`src/verilog/l2_ctrl_pkg.sv`:
```
/* L2 cache controller types */

package l2_ctrl_pkg;

    // four-way set associative
    localparam int NUM_WAYS  = 4;
    localparam int WAY_IDX_W = 2;
    // tree pseudo-LRU, one bit per internal node
    localparam int PLRU_W    = 3;

    typedef logic [WAY_IDX_W-1:0] way_idx_t;
    typedef logic [NUM_WAYS-1:0]  way_vec_t;

    // bit 2: 0 -> victim in ways 2-3, 1 -> victim in ways 0-1
    // bit 1: 0 -> victim way 1, 1 -> victim way 0
    // bit 0: 0 -> victim way 3, 1 -> victim way 2
    typedef logic [PLRU_W-1:0] plru_t;

    // per-way data array write source
    typedef enum logic [1:0] {
        src_none = 2'b00,
        src_cpu  = 2'b01,
        src_mem  = 2'b10
    } data_src_t;

    // physical memory address: requested line or victim line
    typedef enum logic {
        addr_fill  = 1'b0,
        addr_evict = 1'b1
    } pmem_addr_src_t;

    // cpu request levels, held until mem_resp
    typedef struct packed {
        logic read;
        logic write;
    } cpu_req_t;

    // combinational reads of the current set
    typedef struct packed {
        way_vec_t valid;
        way_vec_t dirty;
        way_vec_t hit;
    } way_status_t;

    typedef struct packed {
        logic     hit;
        way_idx_t hit_way;
        way_idx_t victim_way;
        // victim valid and dirty, needs write-back
        logic     victim_dirty;
        plru_t    plru_on_hit;
    } way_decode_t;

    // one action per cycle from the FSM to array control
    typedef enum logic [1:0] {
        act_none   = 2'b00,
        act_access = 2'b01,
        act_evict  = 2'b10,
        act_fill   = 2'b11
    } ctrl_action_t;

    // per-way strobes into tag, valid, dirty and data arrays
    typedef struct packed {
        way_vec_t                 tag_load;
        way_vec_t                 valid_load;
        way_vec_t                 valid_in;
        way_vec_t                 dirty_load;
        way_vec_t                 dirty_in;
        data_src_t [NUM_WAYS-1:0] data_src;
    } array_ctrl_t;

endpackage

```
`src/verilog/l2_way_decode.sv`:
```
/* Way and victim decode */

`timescale 1ns/1ps

module l2_way_decode (
    input  logic                      clk,
    input  logic                      rst,
    input  l2_ctrl_pkg::way_status_t  status,
    input  l2_ctrl_pkg::plru_t        plru,
    output l2_ctrl_pkg::way_decode_t  dec
);

    // lowest set bit of a way vector, zero when empty
    function automatic l2_ctrl_pkg::way_idx_t first_set(input l2_ctrl_pkg::way_vec_t vec);
        l2_ctrl_pkg::way_idx_t idx;
        idx = '0;
        // scan downward so the lowest way wins
        for (int i = l2_ctrl_pkg::NUM_WAYS - 1; i >= 0; i--)
        begin
            if (vec[i])
            begin
                idx = l2_ctrl_pkg::way_idx_t'(i);
            end
        end
        return idx;
    endfunction

    l2_ctrl_pkg::way_idx_t plru_way;
    logic                  any_invalid;

    // way the tree points away from
    always_comb
    begin
        if (plru[2])
        begin
            plru_way = plru[1] ? 2'd0 : 2'd1;
        end
        else
        begin
            plru_way = plru[0] ? 2'd2 : 2'd3;
        end
    end

    assign any_invalid = ~&status.valid;

    always_comb
    begin
        dec.hit     = |status.hit;
        dec.hit_way = first_set(status.hit);

        // invalid ways first, then pseudo-LRU
        dec.victim_way   = any_invalid ? first_set(~status.valid) : plru_way;
        dec.victim_dirty = status.valid[dec.victim_way] & status.dirty[dec.victim_way];

        // point the tree away from the hit way
        case (dec.hit_way)
            2'd0:    dec.plru_on_hit = {1'b0, 1'b0, plru[0]};
            2'd1:    dec.plru_on_hit = {1'b0, 1'b1, plru[0]};
            2'd2:    dec.plru_on_hit = {1'b1, plru[1], 1'b0};
            default: dec.plru_on_hit = {1'b1, plru[1], 1'b1};
        endcase
    end

    // a tag sits in at most one way of the set
    hit_onehot: assert property (
        @(posedge clk) disable iff (rst)
        $onehot0(status.hit)
    );

endmodule

```
`src/verilog/l2_ctrl_fsm.sv`:
```
/* L2 controller state machine */

`timescale 1ns/1ps

module l2_ctrl_fsm (
    input  logic                         clk,
    input  logic                         rst,
    input  l2_ctrl_pkg::cpu_req_t        req,
    input  l2_ctrl_pkg::way_decode_t     dec,
    input  logic                         ewb_hit,
    input  logic                         pmem_resp,
    output l2_ctrl_pkg::ctrl_action_t    action,
    output logic                         mem_resp,
    output logic                         pmem_read,
    output l2_ctrl_pkg::pmem_addr_src_t  pmem_addr_src
);

    typedef enum logic [1:0] {
        s_idle,
        s_access,
        s_write_back,
        s_fill
    } state_t;

    state_t state;
    state_t next_state;

    logic req_any;
    logic serve;
    logic bypass;

    assign req_any = req.read | req.write;
    // hit in the set, or read satisfied from the EWB
    assign serve   = dec.hit | (req.read & ewb_hit);
    // write miss whose line is still in the EWB, no memory read
    assign bypass  = req.write & ewb_hit;

    always_comb
    begin
        next_state    = state;
        action        = l2_ctrl_pkg::act_none;
        mem_resp      = 1'b0;
        pmem_read     = 1'b0;
        pmem_addr_src = l2_ctrl_pkg::addr_fill;

        case (state)
            s_idle:
            begin
                if (req_any)
                begin
                    next_state = s_access;
                end
            end

            s_access:
            begin
                action = l2_ctrl_pkg::act_access;
                if (serve)
                begin
                    mem_resp   = req_any;
                    next_state = s_idle;
                end
                else if (dec.victim_dirty)
                begin
                    next_state = s_write_back;
                end
                else
                begin
                    next_state = s_fill;
                end
            end

            // single cycle, victim line into the EWB
            s_write_back:
            begin
                action        = l2_ctrl_pkg::act_evict;
                pmem_addr_src = l2_ctrl_pkg::addr_evict;
                next_state    = s_fill;
            end

            s_fill:
            begin
                pmem_read = ~bypass;
                // fill cycle, then retry the access
                if (pmem_resp | bypass)
                begin
                    action     = l2_ctrl_pkg::act_fill;
                    next_state = s_access;
                end
            end

            default:
            begin
                next_state = s_idle;
            end
        endcase
    end

    always_ff @(posedge clk)
    begin
        if (rst)
        begin
            state <= s_idle;
        end
        else
        begin
            state <= next_state;
        end
    end

    // cpu holds its request while the controller works on it
    req_held: assert property (
        @(posedge clk) disable iff (rst)
        (state != s_idle) |-> (req.read || req.write)
    );

    // memory read held until memory answers
    pmem_read_held: assert property (
        @(posedge clk) disable iff (rst)
        (pmem_read && !pmem_resp) |=> pmem_read
    );

endmodule

```
`src/verilog/l2_array_ctrl.sv`:
```
/* Per-way array control */

`timescale 1ns/1ps

module l2_array_ctrl (
    input  l2_ctrl_pkg::cpu_req_t      req,
    input  l2_ctrl_pkg::ctrl_action_t  action,
    input  l2_ctrl_pkg::way_decode_t   dec,
    output l2_ctrl_pkg::array_ctrl_t   arr,
    output logic                       plru_load,
    output l2_ctrl_pkg::plru_t         plru_next,
    output l2_ctrl_pkg::way_idx_t      dataout_sel,
    output logic                       load_ewb
);

    l2_ctrl_pkg::way_vec_t hit_sel;
    l2_ctrl_pkg::way_vec_t victim_sel;

    // one-hot way selects
    assign hit_sel    = l2_ctrl_pkg::way_vec_t'(1) << dec.hit_way;
    assign victim_sel = l2_ctrl_pkg::way_vec_t'(1) << dec.victim_way;

    // LRU word only matters with plru_load
    assign plru_next = dec.plru_on_hit;

    always_comb
    begin
        arr.tag_load   = '0;
        arr.valid_load = '0;
        arr.valid_in   = '0;
        arr.dirty_load = '0;
        arr.dirty_in   = '0;
        for (int i = 0; i < l2_ctrl_pkg::NUM_WAYS; i++)
        begin
            arr.data_src[i] = l2_ctrl_pkg::src_none;
        end
        plru_load   = 1'b0;
        dataout_sel = '0;
        load_ewb    = 1'b0;

        case (action)
            l2_ctrl_pkg::act_access:
            begin
                if (dec.hit)
                begin
                    plru_load = 1'b1;
                    if (req.read)
                    begin
                        dataout_sel = dec.hit_way;
                    end
                    else if (req.write)
                    begin
                        // cpu data into the hit way, mark it dirty
                        arr.data_src[dec.hit_way] = l2_ctrl_pkg::src_cpu;
                        arr.dirty_load            = hit_sel;
                        arr.dirty_in              = hit_sel;
                    end
                end
            end

            l2_ctrl_pkg::act_evict:
            begin
                // victim line out to the EWB and invalidated
                load_ewb       = 1'b1;
                dataout_sel    = dec.victim_way;
                arr.valid_load = victim_sel;
            end

            l2_ctrl_pkg::act_fill:
            begin
                // new line, valid and clean
                arr.tag_load                 = victim_sel;
                arr.valid_load               = victim_sel;
                arr.valid_in                 = victim_sel;
                arr.dirty_load               = victim_sel;
                arr.data_src[dec.victim_way] = l2_ctrl_pkg::src_mem;
            end

            default:
            begin
                plru_load = 1'b0;
            end
        endcase
    end

endmodule

```
`src/verilog/l2_ctrl_top.sv`:
```
/* L2 cache controller top */

`timescale 1ns/1ps

module l2_ctrl_top (
    input  logic                         clk,
    input  logic                         rst,
    // cpu side
    input  l2_ctrl_pkg::cpu_req_t        req,
    output logic                         mem_resp,
    // memory side
    input  logic                         pmem_resp,
    output logic                         pmem_read,
    output l2_ctrl_pkg::pmem_addr_src_t  pmem_addr_src,
    // datapath status, current set
    input  l2_ctrl_pkg::way_status_t     status,
    input  l2_ctrl_pkg::plru_t           plru,
    input  logic                         ewb_hit,
    // datapath control
    output l2_ctrl_pkg::array_ctrl_t     arr,
    output logic                         plru_load,
    output l2_ctrl_pkg::plru_t           plru_next,
    output l2_ctrl_pkg::way_idx_t        dataout_sel,
    output logic                         load_ewb
);

    l2_ctrl_pkg::way_decode_t  dec;
    l2_ctrl_pkg::ctrl_action_t action;

    l2_way_decode u_decode (
        .clk    (clk),
        .rst    (rst),
        .status (status),
        .plru   (plru),
        .dec    (dec)
    );

    l2_ctrl_fsm u_fsm (
        .clk           (clk),
        .rst           (rst),
        .req           (req),
        .dec           (dec),
        .ewb_hit       (ewb_hit),
        .pmem_resp     (pmem_resp),
        .action        (action),
        .mem_resp      (mem_resp),
        .pmem_read     (pmem_read),
        .pmem_addr_src (pmem_addr_src)
    );

    l2_array_ctrl u_array (
        .req         (req),
        .action      (action),
        .dec         (dec),
        .arr         (arr),
        .plru_load   (plru_load),
        .plru_next   (plru_next),
        .dataout_sel (dataout_sel),
        .load_ewb    (load_ewb)
    );

endmodule

```
`config.mk`:
```
export PLATFORM = sky130hd
export DESIGN_NAME = l2_ctrl_top
export DESIGN_NICKNAME = d
export VERILOG_FILES = /design/src/verilog/l2_ctrl_pkg.sv /design/src/verilog/l2_way_decode.sv /design/src/verilog/l2_ctrl_fsm.sv /design/src/verilog/l2_array_ctrl.sv /design/src/verilog/l2_ctrl_top.sv
export SDC_FILE = /design/constraint.sdc
export NUM_CORES = 1
export LEC_CHECK = 0
export ABC_AREA = 1
export BUFFER_PORTS_ARGS = -buffer_cell sky130_fd_sc_hd__buf_4
export CAP_MARGIN = 20
export CORE_ASPECT_RATIO = 0.8
export CORE_MARGIN = 2
export CORE_UTILIZATION = 41
export CTS_BUF_LIST = sky130_fd_sc_hd__clkbuf_8
export CTS_CLUSTER_SIZE = 40
export DETAILED_ROUTE_END_ITERATION = 8
export PLACE_DENSITY = 0.85
export SLEW_MARGIN = 25
export SYNTH_ARGS = -nofsm -noshare
export SYNTH_HDL_FRONTEND = slang
export SYNTH_SLANG_ARGS = --single-unit
```
`constraint.sdc`:
```
create_clock -name clk -period 2.2 [get_ports clk]
set_input_delay 0.11 -clock clk [delete_from_list [all_inputs] [get_ports clk]]
set_output_delay 0.11 -clock clk [all_outputs]
set_load 0.05 [all_outputs]
```
* Word level (Yosys, flattened, before mapping)
Index checks and enable logic that the tools add are counted.
** Storage, ports and cells
- Register bits after elaboration :: 2
- Input port bits :: 21
- Output and inout port bits :: 38
- Logic and storage cells :: 79
** Cells by class
- Order comparisons :: 4
- Equality and inequality tests :: 10
- Shifts and indexed selects :: 2
- Multiplexer cells :: 46
- Bitwise operators :: 8
- Reductions and logical operators :: 8
** Operators with widths (count)
- 2-to-1 mux 16 bit :: 3
- 2-to-1 mux 2 bit :: 18
- one-hot mux 8 bit (2 select lines) :: 1
- 2-to-1 mux 1 bit :: 12
- 2-to-1 mux 4 bit :: 3
- equality test 2 bit, second input constant :: 5
- one-hot mux 3 bit (3 select lines) :: 1
- demux 2 bit (select 2 bit) :: 2
- one-hot mux 2 bit (4 select lines) :: 1
- one-hot mux 4 bit (2 select lines) :: 1
- left shift 1 x 2 -> 4 bit, first input constant :: 2
- equality test 2 x 1 -> 1 bit, second input constant :: 3
- less-than comparator 2 x 3 -> 1 bit, second input constant :: 2
- one-hot mux 2 bit (3 select lines) :: 1
- binary-select mux 1 bit (select 2 bit) :: 2
- greater-or-equal comparator 2 x 1 -> 1 bit, second input constant :: 2
- zero test 2 bit :: 2
- != test 2 x 1 -> 1 bit, second input constant :: 2
- inverter 4 bit :: 1
- one-hot mux 2 bit (2 select lines) :: 1
- AND reduction 4 bit :: 1
- OR reduction 4 bit :: 1
- bitwise AND 1 bit :: 3
- bitwise OR 1 bit :: 3
- other kinds (4) :: 5

* Logic depth before layout (Yosys ltp)
Gate-level depths: netlist (run 1).
- Word-level depth :: 12
- Gate-level depth with buffers :: 8

* By module
Synthesis (run 1) repeated with hierarchy kept, for this count alone.
** Unflattened totals
- Cells, all modules :: 146
- Area total of the unflattened synthesis :: 763.2 µm²
** By module, submodules not included
- l2_array_ctrl :: times used 1, cells each 67, area an instance 336.6 µm², sequential area each 0.0 µm²
- l2_ctrl_fsm :: times used 1, cells each 37, area an instance 245.2 µm², sequential area each 40.0 µm²
- l2_way_decode :: times used 1, cells each 42, area an instance 181.4 µm², sequential area each 0.0 µm²

* Worst setup path after synthesis (run 1)
No wires, ideal clock.
- Path kind :: reg-to-output
- Start point :: reg u_fsm.state[1]
- End point :: out arr[13] (netlist name)
- Data arrival time :: 2.459 ns
- Required time :: 2.090 ns
- Path slack :: -0.369 ns
- Stages on the path, launching flop included :: 9
- Path buffers :: 0
- Path through :: dfxtp_1 -> inv_1 -> ha_1 -> inv_1 -> a21oi_2 -> nand2_4 -> nor2_2 -> nand2_1 -> nand2_1
** RTL lines
- start: declaration :: line l2_ctrl_fsm.sv:25 : state_t state;
- start signal: assignment :: line l2_ctrl_fsm.sv:103 : state <= s_idle;
- start signal: assignment :: line l2_ctrl_fsm.sv:107 : state <= next_state;
- end: declaration :: line l2_ctrl_top.sv:20 : output l2_ctrl_pkg::array_ctrl_t arr,

==> results of run 1 <==
==> power by group <==
| group | switching (mW) | total [mW] | leakage (nW) | internal (mW) |
|---|---|---|---|---|
| Sequential | 0.00263 | 0.0415 | 0.0164 | 0.0388 |
| Combinational | 0.111 | 0.176 | 0.647 | 0.0642 |
| Clock | 0.0231 | 0.138 | 0.0216 | 0.115 |
| Total | 0.137 | 0.355 | 0.685 | 0.218 |
==> path summary, 6_finish.rpt <==
| path | from | to | slack (ns) |
|---|---|---|---|
| setup reg to reg | u_fsm.state[1] | u_fsm.state[1] | 0.91 |
| setup / recovery | u_fsm.state[1] | arr[15] | 0.20 |
| hold reg to reg | u_fsm.state[1] | u_fsm.state[1] | 0.51 |
| hold / removal | rst | u_fsm.state[1] | 0.07 |
==> worst max-delay path, delay by kind of cell, from the launching register on <==
family	cells	cell delay, ns
AO/OA/AOI/OAI	1	0.15
flip-flops	1	0.32
AND/OR/NAND/NOR	4	0.44
adder cells (fa/ha/maj)	1	0.26
buffers and inverters	3	0.50
==> placed cells by master (no fill, tap or decap), drive strengths merged <==
cell type,synthesis,final
buf,5,58
nand2,40,40
nor2,23,23
inv,24,22
nand3,12,12
a21oi,8,8
ha,4,4
clkbuf,0,3
o21ai,3,3
clkinv,2,2
clkinvlp,0,2
dfxtp,2,2
or2,1,1
a31oi,1,1
a21boi,1,1
nor3,1,1
and2,1,1
nand4,1,1
a21o,1,1
==> stage by stage <==
stage,util (%),hold slack [ns],worst slack (ns),power (mW),setup TNS [ns]
floorplan,-,0.179,-0.0205,0.153,-0.0408
global placement,71.7,0.275,0.499,0.214,0
detailed placement,71.7,0.281,0.430,0.217,0
CTS,74.3,0.0719,0.209,0.359,0
global route,74.3,0.0697,0.0944,0.382,0
finish,74.3,0.0740,0.204,0.355,0
==> layout make-up <==
cell class	count	share of cell area, %
clock buffer	3	3.45
sequential	2	3.35
timing repair buffer	58	36.4
multi-input combinational	97	45.7
tap	22	2.30
inverter	26	8.79
==> kinds of logic after synthesis <==
kind of cell | after synthesis | synth area share, %
buffers and inverters | 31 | 19.4
and+or+nand+nor | 79 | 52.4
AOI/OAI and AO/OA | 14 | 15.3
DFF | 2 | 5.75
adders and majority gates | 4 | 7.18
==> per-layer routing <==
metal / vias to the layer above / track usage (%) / routed length, um
met2: 39 / 32.9 / 956
li1: 509 / - / -
met4: 0 / 5.56 / 0
met1: 401 / 22.2 / 872
met3: 0 / 4.74 / 151
met5: - / 0 / 0
==> flow_summary.ini, run 1 <==
[synth]
synth.most_common_cell = nand2_1
synth_cells = 130
synth_seq_cells = 2
synth_nets = 155
synthTopCellsByArea = nand2_1 (20%), inv_1 (12%), nand3_1 (8.6%), nor2_1 (8.6%), ha_1 (7.2%)
synthFlopType = dfxtp_1
synth_common_cells = nand2_1 (37), inv_1 (22), nor2_1 (16), nand3_1 (12), a21oi_1 (6)
synth-seq-area-share_pct = 5.75
syn_avg_cell_area_um2 = 5.36
synth-edff-count = 0
synth_warnings = 0
synth_top_area_share_pct = 19.9
syn_area_um2 = 697
synth_cell_types = 25
yosys.area.top_type = nand2_1
async_flop_share_pct = 0

[power]
power_density_mw_per_mm2 = 297
leakage_nw = 0.685
ir_worst_vdd_v = 0.000505

[cells_and_area]
final_cells = 208
syn2layout_area_growth_pct = 71.6
seqCellArea_um2 = 40.0
nFillCells = 151
largest_registers = u_fsm.state: 2 flops
regMostFlops = u_fsm.state
drive_gt1_share_pct = 44.6
final_area_mm2 = 0.00120
nets = 213
n_antenna_cell = 0
largest_reg_flops = 2
multiInputGateArea_um2 = 547

[setup_path]
cp.arrival_ns = 1.89
crit_top_cell = inv_1
crit_slowest_cell = dfxtp_1
crit_type = reg -> out
crit_chain = inv_1 > ha_1 > inv_1 > a21oi_4 > nand2_4 > nor2_4 > nand2_1 > nand2_2 > buf_4
slowest_delay_ns = 0.32
start_kind = register
reg2reg_depth = 6
required_ns = 2.09
critPathMaxFanout = 6
cp-end-kind = primary output

[clocking]
clk_latency_ns = 0.20
cts_hold_buf = 0
clk_path_buf_depth = 2
cts_buffers = 3
postCtsSetupRepairBufs = 0
clkSinkCount = 2
cts_root_buf = clkbuf_8
cts_max_level = 1
cts_tree = built
clk_pin_slew_ns = 0.03
cts-resized-gates = 0

[sta]
min_period_over_period_pct = 90.7
finClkSkew_ns = 0.00118
max-slew-margin-rel_pct = 76.6
period_minus_slack_ns = 2.00
setup_viol = 0
hold_viol = 0
rsz0062_at_grt = no
tightest_slew_ns = 0.349
maxSlewViolCount = 0
max_freq_ghz = 0.501

[floorplanning]
design.core.area_mm2 = 0.00161
die_h_um = 40.9
dieArea_mm2 = 0.00205
start_util_pct = 43.3
rows = 13
ioPinCount = 59
die_w_um = 50.1

[route]
drt_first_pass_iters = 4
drt-initial-drc-count = 20
vias = 949
drtAntennaViolNets = 0
viasPerCell = 4.56
avgRoutedWirePerCell_um = 9.52
wirelength_um = 1980
drc = 0

[worst_hold_path]
hold_path_class = in -> reg
whs_path_depth = 2

[placed_design]
place_hpwl_um = 1740
gp_congestion = 0.754
io_buffers = 58
placed_cell_area_mm2 = 0.00115
place_inst = 205

[global_route]
antenna_found_initial = 0
grt_use_total_pct = 18.3
grt_pass1_wl_um = 2860
grt_pass1_vias = 716
grt_overflow = 0
grt_max_degree = 7

[status]
outcome = complete, no violations

[run]
drv_cap = 0
(Power assumes the default switching activity.)
==> run 2: changes to the inputs <==
Settings changed: CORE_UTILIZATION 41 to 35, PLACE_DENSITY 0.85 to 0.77.
Clock period 2.2 ns to 1.7 ns, I/O delays scaled along.
==> flow_summary.ini, run 2 (same netlist as run 1, synthesis figures left out) <==
[placed_design]
io_buffers = 58
gp_congestion = 0.764
place_hpwl_um = 1920
pre_cts_ws_ns = 0.151

[power]
netSwitchingFraction_pct = 40.1
power_switching_mw = 0.195
clockPowerShare_pct = 37.4
leakage_nw = 0.738
power_mw = 0.486
power_density_mw_per_mm2 = 353
power.internal_mw = 0.291
power_frac_seq_pct = 11.3
combPwrFrac_pct = 51.3
ir_worst_vdd_v = 0.000809

[setup_path]
reg2reg_depth = 7
crit_start = u_fsm.state[1]
crit_buf_inv = 4
critPathMaxFanout = 6
path_delay_family = simple AND/OR/NAND/NOR gates
worst_r2r_startpoint = u_fsm.state[1]
crit_type = reg -> out
cp-end-kind = primary output
required_ns = 1.62
slowest_delay_ns = 0.36
cp.arrival_ns = 1.56
ff2ff_setup_slack_ns = 0.39
start_kind = register
crit_end = arr[4]
reg2reg_to = u_fsm.state[1]
crit_slowest_cell = dfxtp_4
crit_top_cell = nand2_4
crit_chain = clkinv_4 > ha_4 > inv_4 > a21oi_4 > nand2_4 > nor2_4 > nand2_4 > clkinvlp_4 > buf_8
cp.depth = 9

[sta]
finClkSkew_ns = 0.000476
min_period_over_period_pct = 97.0
rsz0062_at_grt = yes
max-slew-margin-rel_pct = 74.3
max_freq_ghz = 0.606
setup_viol = 0
maxSlewViolCount = 0
hold_viol = 0
whs_ns = 0.0368
tightest_slew_ns = 0.383
fin_ws_ns = 0.0503
period_minus_slack_ns = 1.65

[route]
avgRoutedWirePerCell_um = 10.7
drt_first_pass_iters = 4
drc = 0
vias = 978
wirelength_um = 2300
drtAntennaViolNets = 0
drt-initial-drc-count = 5
viasPerCell = 4.55

[global_route]
grt_use_total_pct = 20.3
antenna_found_initial = 0
grt_pass1_wl_um = 3550
grt_pass1_vias = 850
grt_max_degree = 7
grt_overflow = 0

[clocking]
clk_pin_slew_ns = 0.03
cts_buffers = 3
clk_path_buf_depth = 2
cts_tree = built
cts_max_level = 1
cts_root_buf = clkbuf_8
cts_hold_buf = 0
clkSinkCount = 2
clk_latency_ns = 0.21

[worst_hold_path]
hold_path_class = in -> reg

[cells_and_area]
n_antenna_cell = 0
nets = 218
drive_gt1_share_pct = 57.1
most-common-layout-cells = buf_4 (57), nand2_1 (31), inv_1 (18), nand3_1 (11), nor2_2 (9)
nFillCells = 164
syn2layout_area_growth_pct = 97.8
layout_commonest_cell = buf_4
largest_registers = u_fsm.state: 2 flops
largest_reg_flops = 2
regMostFlops = u_fsm.state

[floorplanning]
rows = 14
die_h_um = 43.9
ioPinCount = 59
start_util_pct = 37.2
die_w_um = 53.9
dieArea_mm2 = 0.00237
design.core.area_mm2 = 0.00187

[run]
drv_cap = 0

[status]
outcome = complete, no violations
run 2: area by class of cell:
class / count / area (um2) / area share, %
repair buffers: 63 / 503 / 36.5
inverters: 26 / 113 / 8.17
flip-flops and latches: 2 / 47.5 / 3.45
multi-input cells: 97 / 644 / 46.7
clock buffers: 3 / 41.3 / 2.99
well taps: 24 / 30.0 / 2.18
run 2: how the worst min path moves through the flow:
stage / cells after the start / end / from
floorplan: 1 / u_fsm.state[1] / rst
global placement: 2 / u_fsm.state[1] / rst
detailed placement: 2 / u_fsm.state[1] / rst
CTS: 2 / u_fsm.state[1] / rst
global route: 2 / u_fsm.state[1] / rst
finish: 2 / u_fsm.state[1] / rst
run 2: metal layers:
metal	vias up	GRT usage, %	part of all wire (%)
met2	43	35.6	50
met1	421	25.0	41
met4	0	4.62	0
li1	514	-	-
met5	-	0	0
met3	0	4.14	8.8
run 2: power by group through the flow:
stage | registers [mW] | clock network, mW | logic [mW]
2_1_floorplan | 0.0542 | 0 | 0.156
3_3_place_gp | 0.0545 | 0 | 0.236
3_5_place_dp | 0.0550 | 0 | 0.243
4_1_cts | 0.0551 | 0.186 | 0.245
5_1_grt | 0.0558 | 0.188 | 0.271
6_report | 0.0550 | 0.182 | 0.249
run 2: timing repair:
item | 4_1_cts | 5_1_grt
resized for setup | 7 | 11
hold endpoints to repair | 0 | 0
pin swaps | 3 | 3
setup endpoints to repair | 11 | 15
buffers inserted | 2 | 3
run 2: metrics by stage:
| step | utilization (%) | TNS (ns) | cell area (um2) | instances |
|---|---|---|---|---|
| floorplan | - | -1.81 | 808 | 130 |
| global placement | 66.0 | 0 | 1240 | 207 |
| detailed placement | 66.0 | 0 | 1240 | 207 |
| CTS | 70.2 | 0 | 1320 | 212 |
| global route | 73.6 | -0.0524 | 1380 | 215 |
| finish | 73.6 | 0 | 1380 | 215 |
